### src/logic/conv_pkg.sv
// Shared sizes, register map and types of the 3x3 convolution engine
package conv_pkg;

    // --------------------
    // Sizes
    // --------------------
    localparam int kernel_size     = 3;              // Window side
    localparam int kernel_taps     = 9;              // Window taps
    localparam int bus_width       = 32;             // Data and register word
    localparam int addr_width      = 8;              // Control port address
    localparam int max_image_width = 64;             // Row memory depth
    localparam int col_width       = 6;              // Row and column counters
    localparam int pixel_width     = 8;
    localparam int coef_width      = 8;

    // Identity fields
    localparam int conv_layer_key  = 0;
    localparam int channel_count   = 1;

    // --------------------
    // Register byte offsets
    // --------------------
    localparam int reg_ctrl_off    = 0;              // Bit 0 is start
    localparam int reg_clear_off   = 4;              // Bit 0 clears all writable regs
    localparam int reg_id_off      = 8;              // Read only
    localparam int reg_result_off  = 12;             // Most recent result sent out
    localparam int reg_width_off   = 16;
    localparam int reg_height_off  = 20;
    localparam int reg_filter_off  = 28;             // Tap k at plus 4*k

    // --------------------
    // Types
    // --------------------
    typedef logic        [pixel_width-1:0] pixel_t;
    typedef logic signed [coef_width-1:0]  coef_t;
    typedef logic signed [bus_width-1:0]   result_t;

    // Tap k sits at row k/3 and column k%3, row 0 and column 0 oldest
    typedef pixel_t [kernel_taps-1:0] window_t;
    typedef coef_t  [kernel_taps-1:0] coef_set_t;

    // Control port sequencing
    typedef enum logic [1:0] {
        bus_idle,
        bus_write_resp,
        bus_read_resp
    } bus_state_t;

endpackage
### src/logic/conv_top.sv
// Top level of the 3x3 convolution engine with its control port and streams
`timescale 1ns/1ns

module conv_top (
    input  logic                                axi_clk,
    input  logic                                axi_reset_n,
    input  logic                                s_axis_valid,
    input  logic [conv_pkg::bus_width-1:0]      s_axis_data,
    output logic                                s_axis_ready,
    output logic                                m_axis_valid,
    output conv_pkg::result_t                   m_axis_data,
    output logic                                m_axis_last,
    input  logic                                m_axis_ready,
    input  logic [conv_pkg::addr_width-1:0]     s_axi_awaddr,
    input  logic                                s_axi_awvalid,
    output logic                                s_axi_awready,
    input  logic [conv_pkg::bus_width-1:0]      s_axi_wdata,
    input  logic                                s_axi_wvalid,
    output logic                                s_axi_wready,
    output logic                                s_axi_bvalid,
    input  logic                                s_axi_bready,
    input  logic [conv_pkg::addr_width-1:0]     s_axi_araddr,
    input  logic                                s_axi_arvalid,
    output logic                                s_axi_arready,
    output logic [conv_pkg::bus_width-1:0]      s_axi_rdata,
    output logic                                s_axi_rvalid,
    input  logic                                s_axi_rready,
    output logic                                s_axi_rlast
);

    // --------------------
    // Internal wiring
    // --------------------
    logic                               start;
    logic [conv_pkg::col_width-1:0]     image_width;
    logic [conv_pkg::col_width-1:0]     image_height;
    conv_pkg::coef_set_t                coefs;
    logic                               result_capture;     // Result leaving on m_axis
    conv_pkg::result_t                  result_value;
    logic                               pixel_accept;
    conv_pkg::pixel_t                   pixel_in;
    logic [conv_pkg::col_width-1:0]     col;
    logic                               advance;
    logic                               tap_valid;
    logic                               tap_last;
    conv_pkg::window_t                  window;
    logic                               mac_valid;
    logic                               mac_last;
    conv_pkg::result_t                  mac_sum;

    conv_ctrl_regs conv_ctrl_regs_inst (
        .axi_clk, .axi_reset_n,
        .s_axi_awaddr, .s_axi_awvalid, .s_axi_awready,
        .s_axi_wdata, .s_axi_wvalid, .s_axi_wready,
        .s_axi_bvalid, .s_axi_bready,
        .s_axi_araddr, .s_axi_arvalid, .s_axi_arready,
        .s_axi_rdata, .s_axi_rvalid, .s_axi_rready, .s_axi_rlast,
        .result_capture, .result_value,
        .start, .image_width, .image_height, .coefs
    );

    conv_sequencer conv_sequencer_inst (
        .axi_clk, .axi_reset_n, .start, .image_width, .image_height,
        .s_axis_valid, .s_axis_data, .m_axis_ready,
        .mac_valid, .mac_last, .mac_sum,
        .s_axis_ready, .pixel_accept, .pixel_in, .col, .advance,
        .tap_valid, .tap_last,
        .m_axis_valid, .m_axis_data, .m_axis_last,
        .result_capture, .result_value
    );

    line_buffer line_buffer_inst (
        .axi_clk, .axi_reset_n, .pixel_accept, .pixel_in, .col, .window
    );

    window_mac window_mac_inst (
        .axi_clk, .axi_reset_n, .advance, .tap_valid, .tap_last,
        .window, .coefs, .mac_valid, .mac_last, .mac_sum
    );

endmodule

### src/logic/conv_sequencer.sv
// Pixel counters, window tagging, stall control and output stream register
`timescale 1ns/1ns

module conv_sequencer (
    input  logic                                axi_clk,
    input  logic                                axi_reset_n,
    input  logic                                start,
    input  logic [conv_pkg::col_width-1:0]      image_width,
    input  logic [conv_pkg::col_width-1:0]      image_height,
    input  logic                                s_axis_valid,
    input  logic [conv_pkg::bus_width-1:0]      s_axis_data,
    input  logic                                m_axis_ready,
    input  logic                                mac_valid,
    input  logic                                mac_last,
    input  conv_pkg::result_t                   mac_sum,
    output logic                                s_axis_ready,
    output logic                                pixel_accept,
    output conv_pkg::pixel_t                    pixel_in,
    output logic [conv_pkg::col_width-1:0]      col,
    output logic                                advance,
    output logic                                tap_valid,
    output logic                                tap_last,
    output logic                                m_axis_valid,
    output conv_pkg::result_t                   m_axis_data,
    output logic                                m_axis_last,
    output logic                                result_capture,
    output conv_pkg::result_t                   result_value
);

    logic [conv_pkg::col_width-1:0] row;

    wire end_of_row   = (col == image_width - 1'b1);
    wire end_of_frame = end_of_row && (row == image_height - 1'b1);
    wire window_full  = (col >= 2) && (row >= 2);      // Bottom-right corner of a window

    assign advance        = !m_axis_valid || m_axis_ready;  // Whole pipe freezes on stall
    assign s_axis_ready   = start && advance;
    assign pixel_accept   = s_axis_valid && s_axis_ready;
    assign pixel_in       = s_axis_data[conv_pkg::pixel_width-1:0];   // Low byte only
    assign result_capture = m_axis_valid && m_axis_ready;
    assign result_value   = m_axis_data;

    // --------------------
    // Position counters
    // --------------------
    always_ff @(posedge axi_clk) begin
        if (!axi_reset_n || !start) begin
            col <= '0;
            row <= '0;
        end else if (pixel_accept) begin
            col <= end_of_row ? '0 : col + 1'b1;
            if (end_of_frame)
                row <= '0;                          // Next frame starts over
            else if (end_of_row)
                row <= row + 1'b1;
        end
    end

    // Tags line up with the window registered on the same edge
    always_ff @(posedge axi_clk) begin
        if (!axi_reset_n) begin
            tap_valid <= 1'b0;
            tap_last  <= 1'b0;
        end else if (advance) begin
            tap_valid <= pixel_accept && window_full;
            tap_last  <= pixel_accept && end_of_frame;
        end
    end

    // --------------------
    // Output register
    // --------------------
    always_ff @(posedge axi_clk) begin
        if (!axi_reset_n) begin
            m_axis_valid <= 1'b0;
            m_axis_last  <= 1'b0;
        end else if (advance) begin
            m_axis_valid <= mac_valid;
            m_axis_last  <= mac_last;
        end
    end

    always_ff @(posedge axi_clk) begin
        if (advance) m_axis_data <= mac_sum;
    end

    // Stalled output holds its beat
    assert property (@(posedge axi_clk) disable iff (!axi_reset_n)
        (m_axis_valid && !m_axis_ready) |=> (m_axis_valid && $stable(m_axis_data)));

endmodule

### src/logic/window_mac.sv
// Two-stage pipelined multiply and sum over the 3x3 window
`timescale 1ns/1ns

module window_mac (
    input  logic                    axi_clk,
    input  logic                    axi_reset_n,
    input  logic                    advance,
    input  logic                    tap_valid,
    input  logic                    tap_last,
    input  conv_pkg::window_t       window,
    input  conv_pkg::coef_set_t     coefs,
    output logic                    mac_valid,
    output logic                    mac_last,
    output conv_pkg::result_t       mac_sum
);

    localparam int prod_width = conv_pkg::pixel_width + conv_pkg::coef_width + 1;

    logic signed [prod_width-1:0]   prod [conv_pkg::kernel_taps];
    logic                           prod_valid;
    logic                           prod_last;
    conv_pkg::result_t              sum_comb;

    // --------------------
    // Stage one
    // --------------------
    always_ff @(posedge axi_clk) begin
        if (advance) begin
            for (int k = 0; k < conv_pkg::kernel_taps; k++)
                prod[k] <= $signed({1'b0, window[k]}) * $signed(coefs[k]); // Pixel is unsigned
        end
    end

    // Adder tree feeding stage two
    always_comb begin
        sum_comb = '0;
        for (int k = 0; k < conv_pkg::kernel_taps; k++)
            sum_comb = sum_comb + prod[k];
    end

    // --------------------
    // Stage two
    // --------------------
    always_ff @(posedge axi_clk) begin
        if (advance) mac_sum <= sum_comb;
    end

    // Tags ride alongside the data
    always_ff @(posedge axi_clk) begin
        if (!axi_reset_n) begin
            prod_valid <= 1'b0;
            prod_last  <= 1'b0;
            mac_valid  <= 1'b0;
            mac_last   <= 1'b0;
        end else if (advance) begin
            prod_valid <= tap_valid;
            prod_last  <= tap_last;
            mac_valid  <= prod_valid;
            mac_last   <= prod_last;
        end
    end

endmodule

### src/logic/line_buffer.sv
// Two row memories and the 3x3 window shift registers
`timescale 1ns/1ns

module line_buffer (
    input  logic                            axi_clk,
    input  logic                            axi_reset_n,
    input  logic                            pixel_accept,
    input  conv_pkg::pixel_t                pixel_in,
    input  logic [conv_pkg::col_width-1:0]  col,
    output conv_pkg::window_t               window
);

    // --------------------
    // Row memories
    // --------------------
    conv_pkg::pixel_t row1_mem [conv_pkg::max_image_width];    // One row back
    conv_pkg::pixel_t row2_mem [conv_pkg::max_image_width];    // Two rows back

    conv_pkg::pixel_t mid_pix;      // Same column, previous row
    conv_pkg::pixel_t top_pix;      // Same column, two rows up

    assign mid_pix = row1_mem[col];
    assign top_pix = row2_mem[col];

    always_ff @(posedge axi_clk) begin
        if (pixel_accept) begin
            row1_mem[col] <= pixel_in;
            row2_mem[col] <= mid_pix;   // Older row cascades down
        end
    end

    // --------------------
    // Window shift
    // --------------------
    always_ff @(posedge axi_clk) begin
        if (pixel_accept) begin
            for (int r = 0; r < conv_pkg::kernel_size; r++) begin
                window[3*r]   <= window[3*r+1];     // Columns age to the left
                window[3*r+1] <= window[3*r+2];
            end
            window[2] <= top_pix;                   // Newest column, oldest row first
            window[5] <= mid_pix;
            window[8] <= pixel_in;
        end
    end

    // Columns are written in order, each accept steps to the next one or wraps
    assert property (@(posedge axi_clk) disable iff (!axi_reset_n)
        pixel_accept |=> ((col == '0) || (col == $past(col) + 1'b1)));

endmodule

### src/logic/conv_ctrl_regs.sv
// AXI-lite style control slave holding start, image size, coefficients and last result
`timescale 1ns/1ns

module conv_ctrl_regs (
    input  logic                                axi_clk,
    input  logic                                axi_reset_n,
    input  logic [conv_pkg::addr_width-1:0]     s_axi_awaddr,
    input  logic                                s_axi_awvalid,
    output logic                                s_axi_awready,
    input  logic [conv_pkg::bus_width-1:0]      s_axi_wdata,
    input  logic                                s_axi_wvalid,
    output logic                                s_axi_wready,
    output logic                                s_axi_bvalid,
    input  logic                                s_axi_bready,
    input  logic [conv_pkg::addr_width-1:0]     s_axi_araddr,
    input  logic                                s_axi_arvalid,
    output logic                                s_axi_arready,
    output logic [conv_pkg::bus_width-1:0]      s_axi_rdata,
    output logic                                s_axi_rvalid,
    input  logic                                s_axi_rready,
    output logic                                s_axi_rlast,
    input  logic                                result_capture,
    input  conv_pkg::result_t                   result_value,
    output logic                                start,
    output logic [conv_pkg::col_width-1:0]      image_width,
    output logic [conv_pkg::col_width-1:0]      image_height,
    output conv_pkg::coef_set_t                 coefs
);

    conv_pkg::bus_state_t               state;
    logic                               clear_pend;     // Clear bit, acts one cycle later
    conv_pkg::result_t                  last_result;
    logic [conv_pkg::bus_width-1:0]     rd_word;

    wire wr_take = (state == conv_pkg::bus_idle) && s_axi_awvalid && s_axi_wvalid;
    wire rd_take = (state == conv_pkg::bus_idle) && !wr_take && s_axi_arvalid; // Write wins

    // --------------------
    // Read decode
    // --------------------
    always_comb begin
        rd_word = '0;                                   // Unmapped offsets read zero
        case (s_axi_araddr)
            conv_pkg::reg_ctrl_off:   rd_word[0] = start;
            conv_pkg::reg_clear_off:  rd_word[0] = clear_pend;
            conv_pkg::reg_id_off: begin
                rd_word[3:0]  = 4'(conv_pkg::conv_layer_key);
                rd_word[7:4]  = 4'(conv_pkg::kernel_size);
                rd_word[11:8] = 4'(conv_pkg::channel_count);
            end
            conv_pkg::reg_result_off: rd_word = last_result;
            conv_pkg::reg_width_off:  rd_word[conv_pkg::col_width-1:0] = image_width;
            conv_pkg::reg_height_off: rd_word[conv_pkg::col_width-1:0] = image_height;
            default: begin
                for (int k = 0; k < conv_pkg::kernel_taps; k++) begin
                    if (s_axi_araddr == conv_pkg::addr_width'(conv_pkg::reg_filter_off + 4 * k))
                        rd_word[conv_pkg::coef_width-1:0] = coefs[k];
                end
            end
        endcase
    end

    // --------------------
    // Handshake and register file
    // --------------------
    always_ff @(posedge axi_clk) begin
        if (!axi_reset_n) begin
            state         <= conv_pkg::bus_idle;
            s_axi_awready <= 1'b1;
            s_axi_wready  <= 1'b1;
            s_axi_arready <= 1'b1;
            s_axi_bvalid  <= 1'b0;
            s_axi_rvalid  <= 1'b0;
            s_axi_rlast   <= 1'b0;
            start         <= 1'b0;
            clear_pend    <= 1'b0;
            image_width   <= '0;
            image_height  <= '0;
            coefs         <= '0;
            last_result   <= '0;
        end else begin
            if (result_capture) last_result <= result_value;   // Track the latest output
            case (state)
                conv_pkg::bus_idle: begin
                    if (wr_take || rd_take) begin
                        s_axi_awready <= 1'b0;  // Single beat, hold off the next one
                        s_axi_wready  <= 1'b0;
                        s_axi_arready <= 1'b0;
                    end
                    if (wr_take) begin
                        state        <= conv_pkg::bus_write_resp;
                        s_axi_bvalid <= 1'b1;
                        case (s_axi_awaddr)
                            conv_pkg::reg_ctrl_off:   start        <= s_axi_wdata[0];
                            conv_pkg::reg_clear_off:  clear_pend   <= s_axi_wdata[0];
                            conv_pkg::reg_width_off:  image_width  <= s_axi_wdata[5:0];
                            conv_pkg::reg_height_off: image_height <= s_axi_wdata[5:0];
                            default: begin
                                for (int k = 0; k < conv_pkg::kernel_taps; k++) begin
                                    if (s_axi_awaddr == conv_pkg::addr_width'(
                                            conv_pkg::reg_filter_off + 4 * k))
                                        coefs[k] <= s_axi_wdata[conv_pkg::coef_width-1:0];
                                end
                            end
                        endcase
                    end else if (rd_take) begin
                        state        <= conv_pkg::bus_read_resp;
                        s_axi_rvalid <= 1'b1;
                        s_axi_rlast  <= 1'b1;   // Every read is one beat
                    end
                end
                conv_pkg::bus_write_resp: if (s_axi_bready) begin
                    state         <= conv_pkg::bus_idle;
                    s_axi_bvalid  <= 1'b0;
                    s_axi_awready <= 1'b1;
                    s_axi_wready  <= 1'b1;
                    s_axi_arready <= 1'b1;
                end
                conv_pkg::bus_read_resp: if (s_axi_rready) begin
                    state         <= conv_pkg::bus_idle;
                    s_axi_rvalid  <= 1'b0;
                    s_axi_rlast   <= 1'b0;
                    s_axi_awready <= 1'b1;
                    s_axi_wready  <= 1'b1;
                    s_axi_arready <= 1'b1;
                end
                default: state <= conv_pkg::bus_idle;
            endcase
            // Clear-all wipes every writable register, the clear bit too
            if (clear_pend) begin
                start        <= 1'b0;
                clear_pend   <= 1'b0;
                image_width  <= '0;
                image_height <= '0;
                coefs        <= '0;
            end
        end
    end

    always_ff @(posedge axi_clk) begin
        if (rd_take) s_axi_rdata <= rd_word;            // Held until rready
    end

    // Write response never overlaps a new address phase
    assert property (@(posedge axi_clk) disable iff (!axi_reset_n)
        !(s_axi_bvalid && s_axi_awready));

endmodule

### config.mk
export PLATFORM = sky130hd
export DESIGN_NAME = conv_top
export DESIGN_NICKNAME = d
export VERILOG_FILES = /design/src/logic/conv_pkg.sv /design/src/logic/conv_top.sv /design/src/logic/conv_sequencer.sv /design/src/logic/window_mac.sv /design/src/logic/line_buffer.sv /design/src/logic/conv_ctrl_regs.sv
export SDC_FILE = /design/constraint.sdc
export NUM_CORES = 2
export LEC_CHECK = 0
export ABC_AREA = 1
export BUFFER_PORTS_ARGS = -buffer_cell sky130_fd_sc_hd__buf_2
export CORE_MARGIN = 2
export CORE_UTILIZATION = 38
export CTS_CLUSTER_SIZE = 10
export DETAILED_ROUTE_END_ITERATION = 6
export PLACE_DENSITY = 0.54
export SLEW_MARGIN = 0
export SYNTH_ARGS = -nofsm -noshare
export SYNTH_HDL_FRONTEND = slang
export SYNTH_SLANG_ARGS = --single-unit
### constraint.sdc
create_clock -name axi_clk -period 9.98 [get_ports axi_clk]
set_input_delay 1.996 -clock axi_clk [delete_from_list [all_inputs] [get_ports axi_clk]]
set_output_delay 1.996 -clock axi_clk [all_outputs]
set_load 0.05 [all_outputs]
* Word-level counts from Yosys, hierarchy flattened
Memory sizes are Yosys's and may differ from the RTL's. A register that Yosys moved wholly into a read port is not among the register bits. Index checks and enable logic that the tools add are counted. Widths: inputs -> output; s select.
Operators by class: bitwise logic cells 5, muxes and demuxes 38, $add $sub $neg 12, order comparisons 2, multiply operators 9, equality and inequality tests 37, reductions and logical operators 47
Operators with widths (count):
- $add 32x17->32 | 6
- $mul 9x8->17 | 9
- $eq 8x6->1 const B | 16
- $mux 8 | 9
- $eq 8x5->1 const B | 6
- $reduce_and 4->1 | 11
- $mux 6 | 5
- $pmux 5 s5 | 1
- $add 18x17->19 | 1
- $add 17x17->18 | 1
- $eq 8x3->1 const B | 2
- $eq 8x4->1 const B | 2
- $logic_not 8->1 | 2
- $reduce_and 3->1 | 5
- $add 6x1->6 const B | 2
- $eq 6x6->1 | 2
- $ge 6x2->1 const B | 2
- $mux 1 | 12
- $sub 6x1->6 const B | 2
- $logic_and 1x1->1 | 11
- $reduce_or 5->1 | 2
- $mux 2 | 4
- $ne 2x2->1 const B | 4
- $pmux 4 s2 | 1
- 18 further kinds | 32
Storage, ports and cells: output and inout bits 73, memories 3, RAM bits 1177, logic and storage cells 193, register bits after elaboration 303, bits of input ports 89
Memories:
- line_buffer_inst.row1_mem | depth 64, width 8, read ports 1, clocked after memory_dff 1, write ports 1, line line_buffer.sv:16 | conv_pkg::pixel_t row1_mem [conv_pkg::max_image_width];
- line_buffer_inst.row2_mem | depth 64, width 8, read ports 1, clocked after memory_dff 1, write ports 1, line line_buffer.sv:17 | conv_pkg::pixel_t row2_mem [conv_pkg::max_image_width];
- window_mac_inst.prod | depth 9, width 17, read ports 9, clocked after memory_dff 0, write ports 9, line window_mac.sv:19 | logic signed [prod_width-1:0] prod [conv_pkg::kernel_taps];

* Depth between registers and ports, before layout
depth after elaboration 11, depth in mapped cells 20, gate-level depth less buffers 20

* Hierarchy
Synthesis repeated with hierarchy kept, for this count alone.
Second synthesis, totals: cell total of the unflattened synthesis 9251, area total of the unflattened synthesis 85673.4 um^2
Modules (own cells, without submodules):
- line_buffer | instances 1, seq. area each 32911.6 um^2, cells each 4308, area an instance 45369.8 um^2
- window_mac | instances 1, seq. area each 5425.2 um^2, cells each 3731, area an instance 30789.5 um^2
- conv_ctrl_regs | instances 1, seq. area each 3423.3 um^2, cells each 908, area an instance 6906.6 um^2
- conv_sequencer | instances 1, seq. area each 1281.2 um^2, cells each 304, area an instance 2607.5 um^2

* Least setup slack after synthesis
OpenSTA, ideal clock, no wires.
kind in2reg, start input m_axis_ready, end register conv_sequencer_inst.m_axis_data[0], enable pin, buffers on the path 0, library setup time 0.573 ns, stages on the path 2, data arrival time 6.338 ns, setup slack 3.069 ns, cells stage by stage nor2_2 > inv_1
Between the ends: word-level cells in the longest chain between the ends 1
Ends and longest elaborated chain:
- from (decl) | line conv_top.sv:13 | input logic m_axis_ready,
- $logic_or 1x1->1 | line conv_sequencer.sv:36 | assign advance = !m_axis_valid || m_axis_ready;
- to (signal assigned) | line conv_sequencer.sv:84 | if (advance) m_axis_data <= mac_sum;
- to (decl) | line conv_sequencer.sv:24 | output conv_pkg::result_t m_axis_data,
Every way passes these cells. A chain may end at the register's enable or synchronous reset.

==> metrics <==
Tot Pwr=0.0131 W; crit path capture=window_mac_inst.mac_sum[22]; GRT Util Overall=20.7%; Critical Path Source Type=register; first-pass GRT wire length=338000 microns; Die Y=466 microns; Max-Cap Viols=0; shortest period the worst path allows=5.08 ns; H-tree Lvls=4; GR met1 Demand/Resource=28.1%; Netlist cell types=50; GRT met2 Usage=33.8%; Post-Syn Area=0.0810 sq mm; final core utilization=42.4%; Port Buffers=113; achievable clock frequency=0.197 GHz; CTS tree=built; combinational share of power=2.8%; Mapped Avg Cell Area=10.6 sq um; failing checks=design-rule violations; post-synthesis sequential area ratio=53.5%; GR Util met3=3.27%; Initial Util=38.2%; initial antenna violation count=4; Slew @ Worst Pin=1.29 ns; GR peak layer=met2; Worst Path Required=10.66 ns; critical path arrival=5.77 ns; Avg WL per Cell=21.2 microns; drt initial violations=4494; status=finished with violations; grt total ovfl=0; leakage power figure=38.7 nW; asr flop ratio synth=0%; Post-route DRC=53; drt total wl=225000 microns; CP Capture Type=register; Post-DP HPWL=152000 microns; EDFF count, synth=1345; DR pass1 iterations=7; Post-Syn Nets=8593; die area=0.217 sq mm; worst reg2reg path depth=20; Final Hold Fails=0; Switch Pwr=0.00290 W; layout cells sized above 1=7.01%; YS warnings=0; Pwr Density=146 mW/mm^2; VDD IR max=0.196 mV; setup bufs post-CTS=0; core area=0.212 sq mm; crit path from=window_mac_inst.prod[0][35]; CTS Sinks=1494; Final Setup Violations=0; vias post-DR=54105; clock group share of total power=45.3%; Setup Skew=0.0818 ns; CP Class=reg2reg; Slew headroom=13.5%; worst r2r src=window_mac_inst.prod[0][35]; R2R Setup Slk=4.90 ns; setup TNS=0 ns; Final ANT Viol Nets=0; Flop pwr share=52.0%; Synth Register Bits=1494; Num CTS Buffers=176; RR Endpoint=window_mac_inst.mac_sum[22]; largest net degree at the start of global routing=155; CTS root buffer=clkbuf_16; Placer Congestion=0.903; die width=466 microns; top_reg_cell synth=edfxtp_1; Syn-to-layout area delta=11.0%; P_int=0.0102 W; Max Transition Viols Final=0; clk slew on worst S/H paths=0.06 ns; hold_buf cts=0; # rows=169; Post-Syn Instances=7629; Hold Path Class=reg2reg; RSZ-0062 raised after global routing=no; CP Max Fanout=6; Nets=8673; Clk Latency, worst-skew pair=0.86 ns; vias in the first global route=53787; Ports=162; Final Cycle Share=50.9%; sw frac=22.1%; via/cell ratio=5.10; post-cts gate resize count=0; clock tree buffer depth=3
-- flip-flops by register name (all words and copies together) (netlist names), 2 cells and up, named ones only --
register,flops
line_buffer_inst.row1_mem,512
conv_ctrl_regs_inst.last_result,32
conv_ctrl_regs_inst.state,2
conv_ctrl_regs_inst.s_axi_rdata,32
conv_ctrl_regs_inst.coefs,72
window_mac_inst.mac_sum,32
line_buffer_inst.row2_mem,512
conv_sequencer_inst.m_axis_data,32
window_mac_inst.prod,153
conv_ctrl_regs_inst.image_height,6
line_buffer_inst.window,72
conv_sequencer_inst.col,6
conv_sequencer_inst.row,6
conv_ctrl_regs_inst.image_width,6
-- worst min-delay path by stage --
| stage | from | endpoint | slack (ns) | cells after the start |
|---|---|---|---|---|
| floorplan | window_mac_inst.mac_sum[0] | conv_sequencer_inst.m_axis_data[0] | 0.40 | 0 |
| global placement | window_mac_inst.mac_sum[27] | conv_sequencer_inst.m_axis_data[27] | 0.40 | 0 |
| detailed placement | window_mac_inst.mac_sum[23] | conv_sequencer_inst.m_axis_data[23] | 0.40 | 0 |
| CTS | window_mac_inst.mac_sum[25] | conv_sequencer_inst.m_axis_data[25] | 0.41 | 0 |
| global route | window_mac_inst.mac_sum[30] | conv_sequencer_inst.m_axis_data[30] | 0.42 | 0 |
| finish | window_mac_inst.mac_sum[25] | conv_sequencer_inst.m_axis_data[25] | 0.41 | 0 |
-- critical path, stage by stage (launching register included) --
cell and delay (ns):
edfxtp_1 0.44, fa_1 0.45, ha_1 0.26, fa_1 0.47, nand3_1 0.10, nand2_1 0.10, nand2_1 0.08, nand3_1 0.14
a21boi_0 0.30, o21ai_0 0.14, xor2_1 0.21, fa_1 0.56, inv_1 0.04, ha_1 0.36, a21oi_1 0.22, o21ai_0 0.10
a21oi_1 0.13, nand2_1 0.10, a21oi_1 0.28, nand3b_1 0.29, nand2_1 0.13
-- metal layers --
| layer | vias to the layer above | part of all wire (%) |
|---|---|---|
| li1 | 25320 | - |
| met1 | 26850 | 44 |
| met2 | 1568 | 47 |
| met3 | 363 | 6.0 |
| met4 | 4 | 3.3 |
| met5 | - | 0.011 |
-- final cells by class --
type | count | area, sq um
clock inverters | 33 | 601
diodes | 2 | 5.00
well taps | 2821 | 3530
flip-flops and latches | 1494 | 43400
clock buffers | 224 | 4620
fillers | 20112 | 122000
inverters | 1159 | 4370
repair buffers | 236 | 1500
multi-input cells | 4642 | 31900
-- kinds of logic after synthesis --
family / after synthesis / share of synthesized area [%]
xor gates and xnor gates: 148 / 1.60
adders and majority gates: 875 / 17.6
and+or+nand+nor: 2663 / 13.4
DFF: 1494 / 53.5
buffers and inverters: 1493 / 7.16
AOI/OAI and AO/OA: 956 / 6.72
-- Yosys cell counts (all sizes together), types with 9 or more instances --
cell type / instances / area (sq um)
nand4: 124 / 776
a211oi: 74 / 556
xnor2: 49 / 429
inv: 1150 / 4320
o31ai: 9 / 67.6
o21ai: 413 / 2070
edfxtp: 1345 / 40400
clkinv: 9 / 33.8
fa: 439 / 8790
a21oi: 220 / 1100
clkbuf: 232 / 872
dfxtp: 149 / 2980
nand3: 196 / 986
nor3: 36 / 214
nand2: 1573 / 5910
a22oi: 64 / 480
nor2: 669 / 2560
o22ai: 131 / 820
xor2: 99 / 867
buf: 102 / 574
or2: 58 / 365
ha: 436 / 5460
a21o: 18 / 135
-- cells in the final DEF (no fill, tap or decap), drive strengths merged, types with 2 or more instances in the layout --
cell     netlist  final
nand2       1573   1573
edfxtp      1345   1345
inv         1150   1152
nor2         669    669
fa           439    439
ha           436    436
o21ai        413    413
buf          102    236
clkbuf       232    224
a21oi        220    220
nand3        196    196
dfxtp        149    149
o22ai        131    131
nand4        124    124
xor2          99     99
a211oi        74     74
a22oi         64     64
or2           58     58
xnor2         49     49
nor3          36     36
clkinv         9     35
a21o          18     18
o31ai          9      9
o21bai         7      7
o2111ai        7      7
a31oi          4      4
bufinv         0      4
nor4           4      4
o211ai         3      3
diode          0      2
nand3b         2      2
-- stage by stage --
stage	setup slack (ns)	cell area, sq um	hold WS, ns	instances
2_1_floorplan	3.07	81000	0.400	7629
3_3_place_gp	4.45	84700	0.402	10352
3_5_place_dp	4.43	84700	0.405	10352
4_1_cts	4.87	89900	0.415	10609
5_1_grt	4.56	89900	0.420	10609
6_report	4.90	89900	0.413	10611
-- power groups by stage --
stage	Clock (W)	Sequential [W]	Combinational, W
5_1_grt	0.00632	0.00683	0.000385
4_1_cts	0.00607	0.00683	0.000363
3_5_place_dp	0	0.00696	0.000363
3_3_place_gp	0	0.00696	0.000361
6_report	0.00595	0.00683	0.000363
2_1_floorplan	0	0.00708	0.000110
No activity file was read; power rests on OpenSTA's default activity.
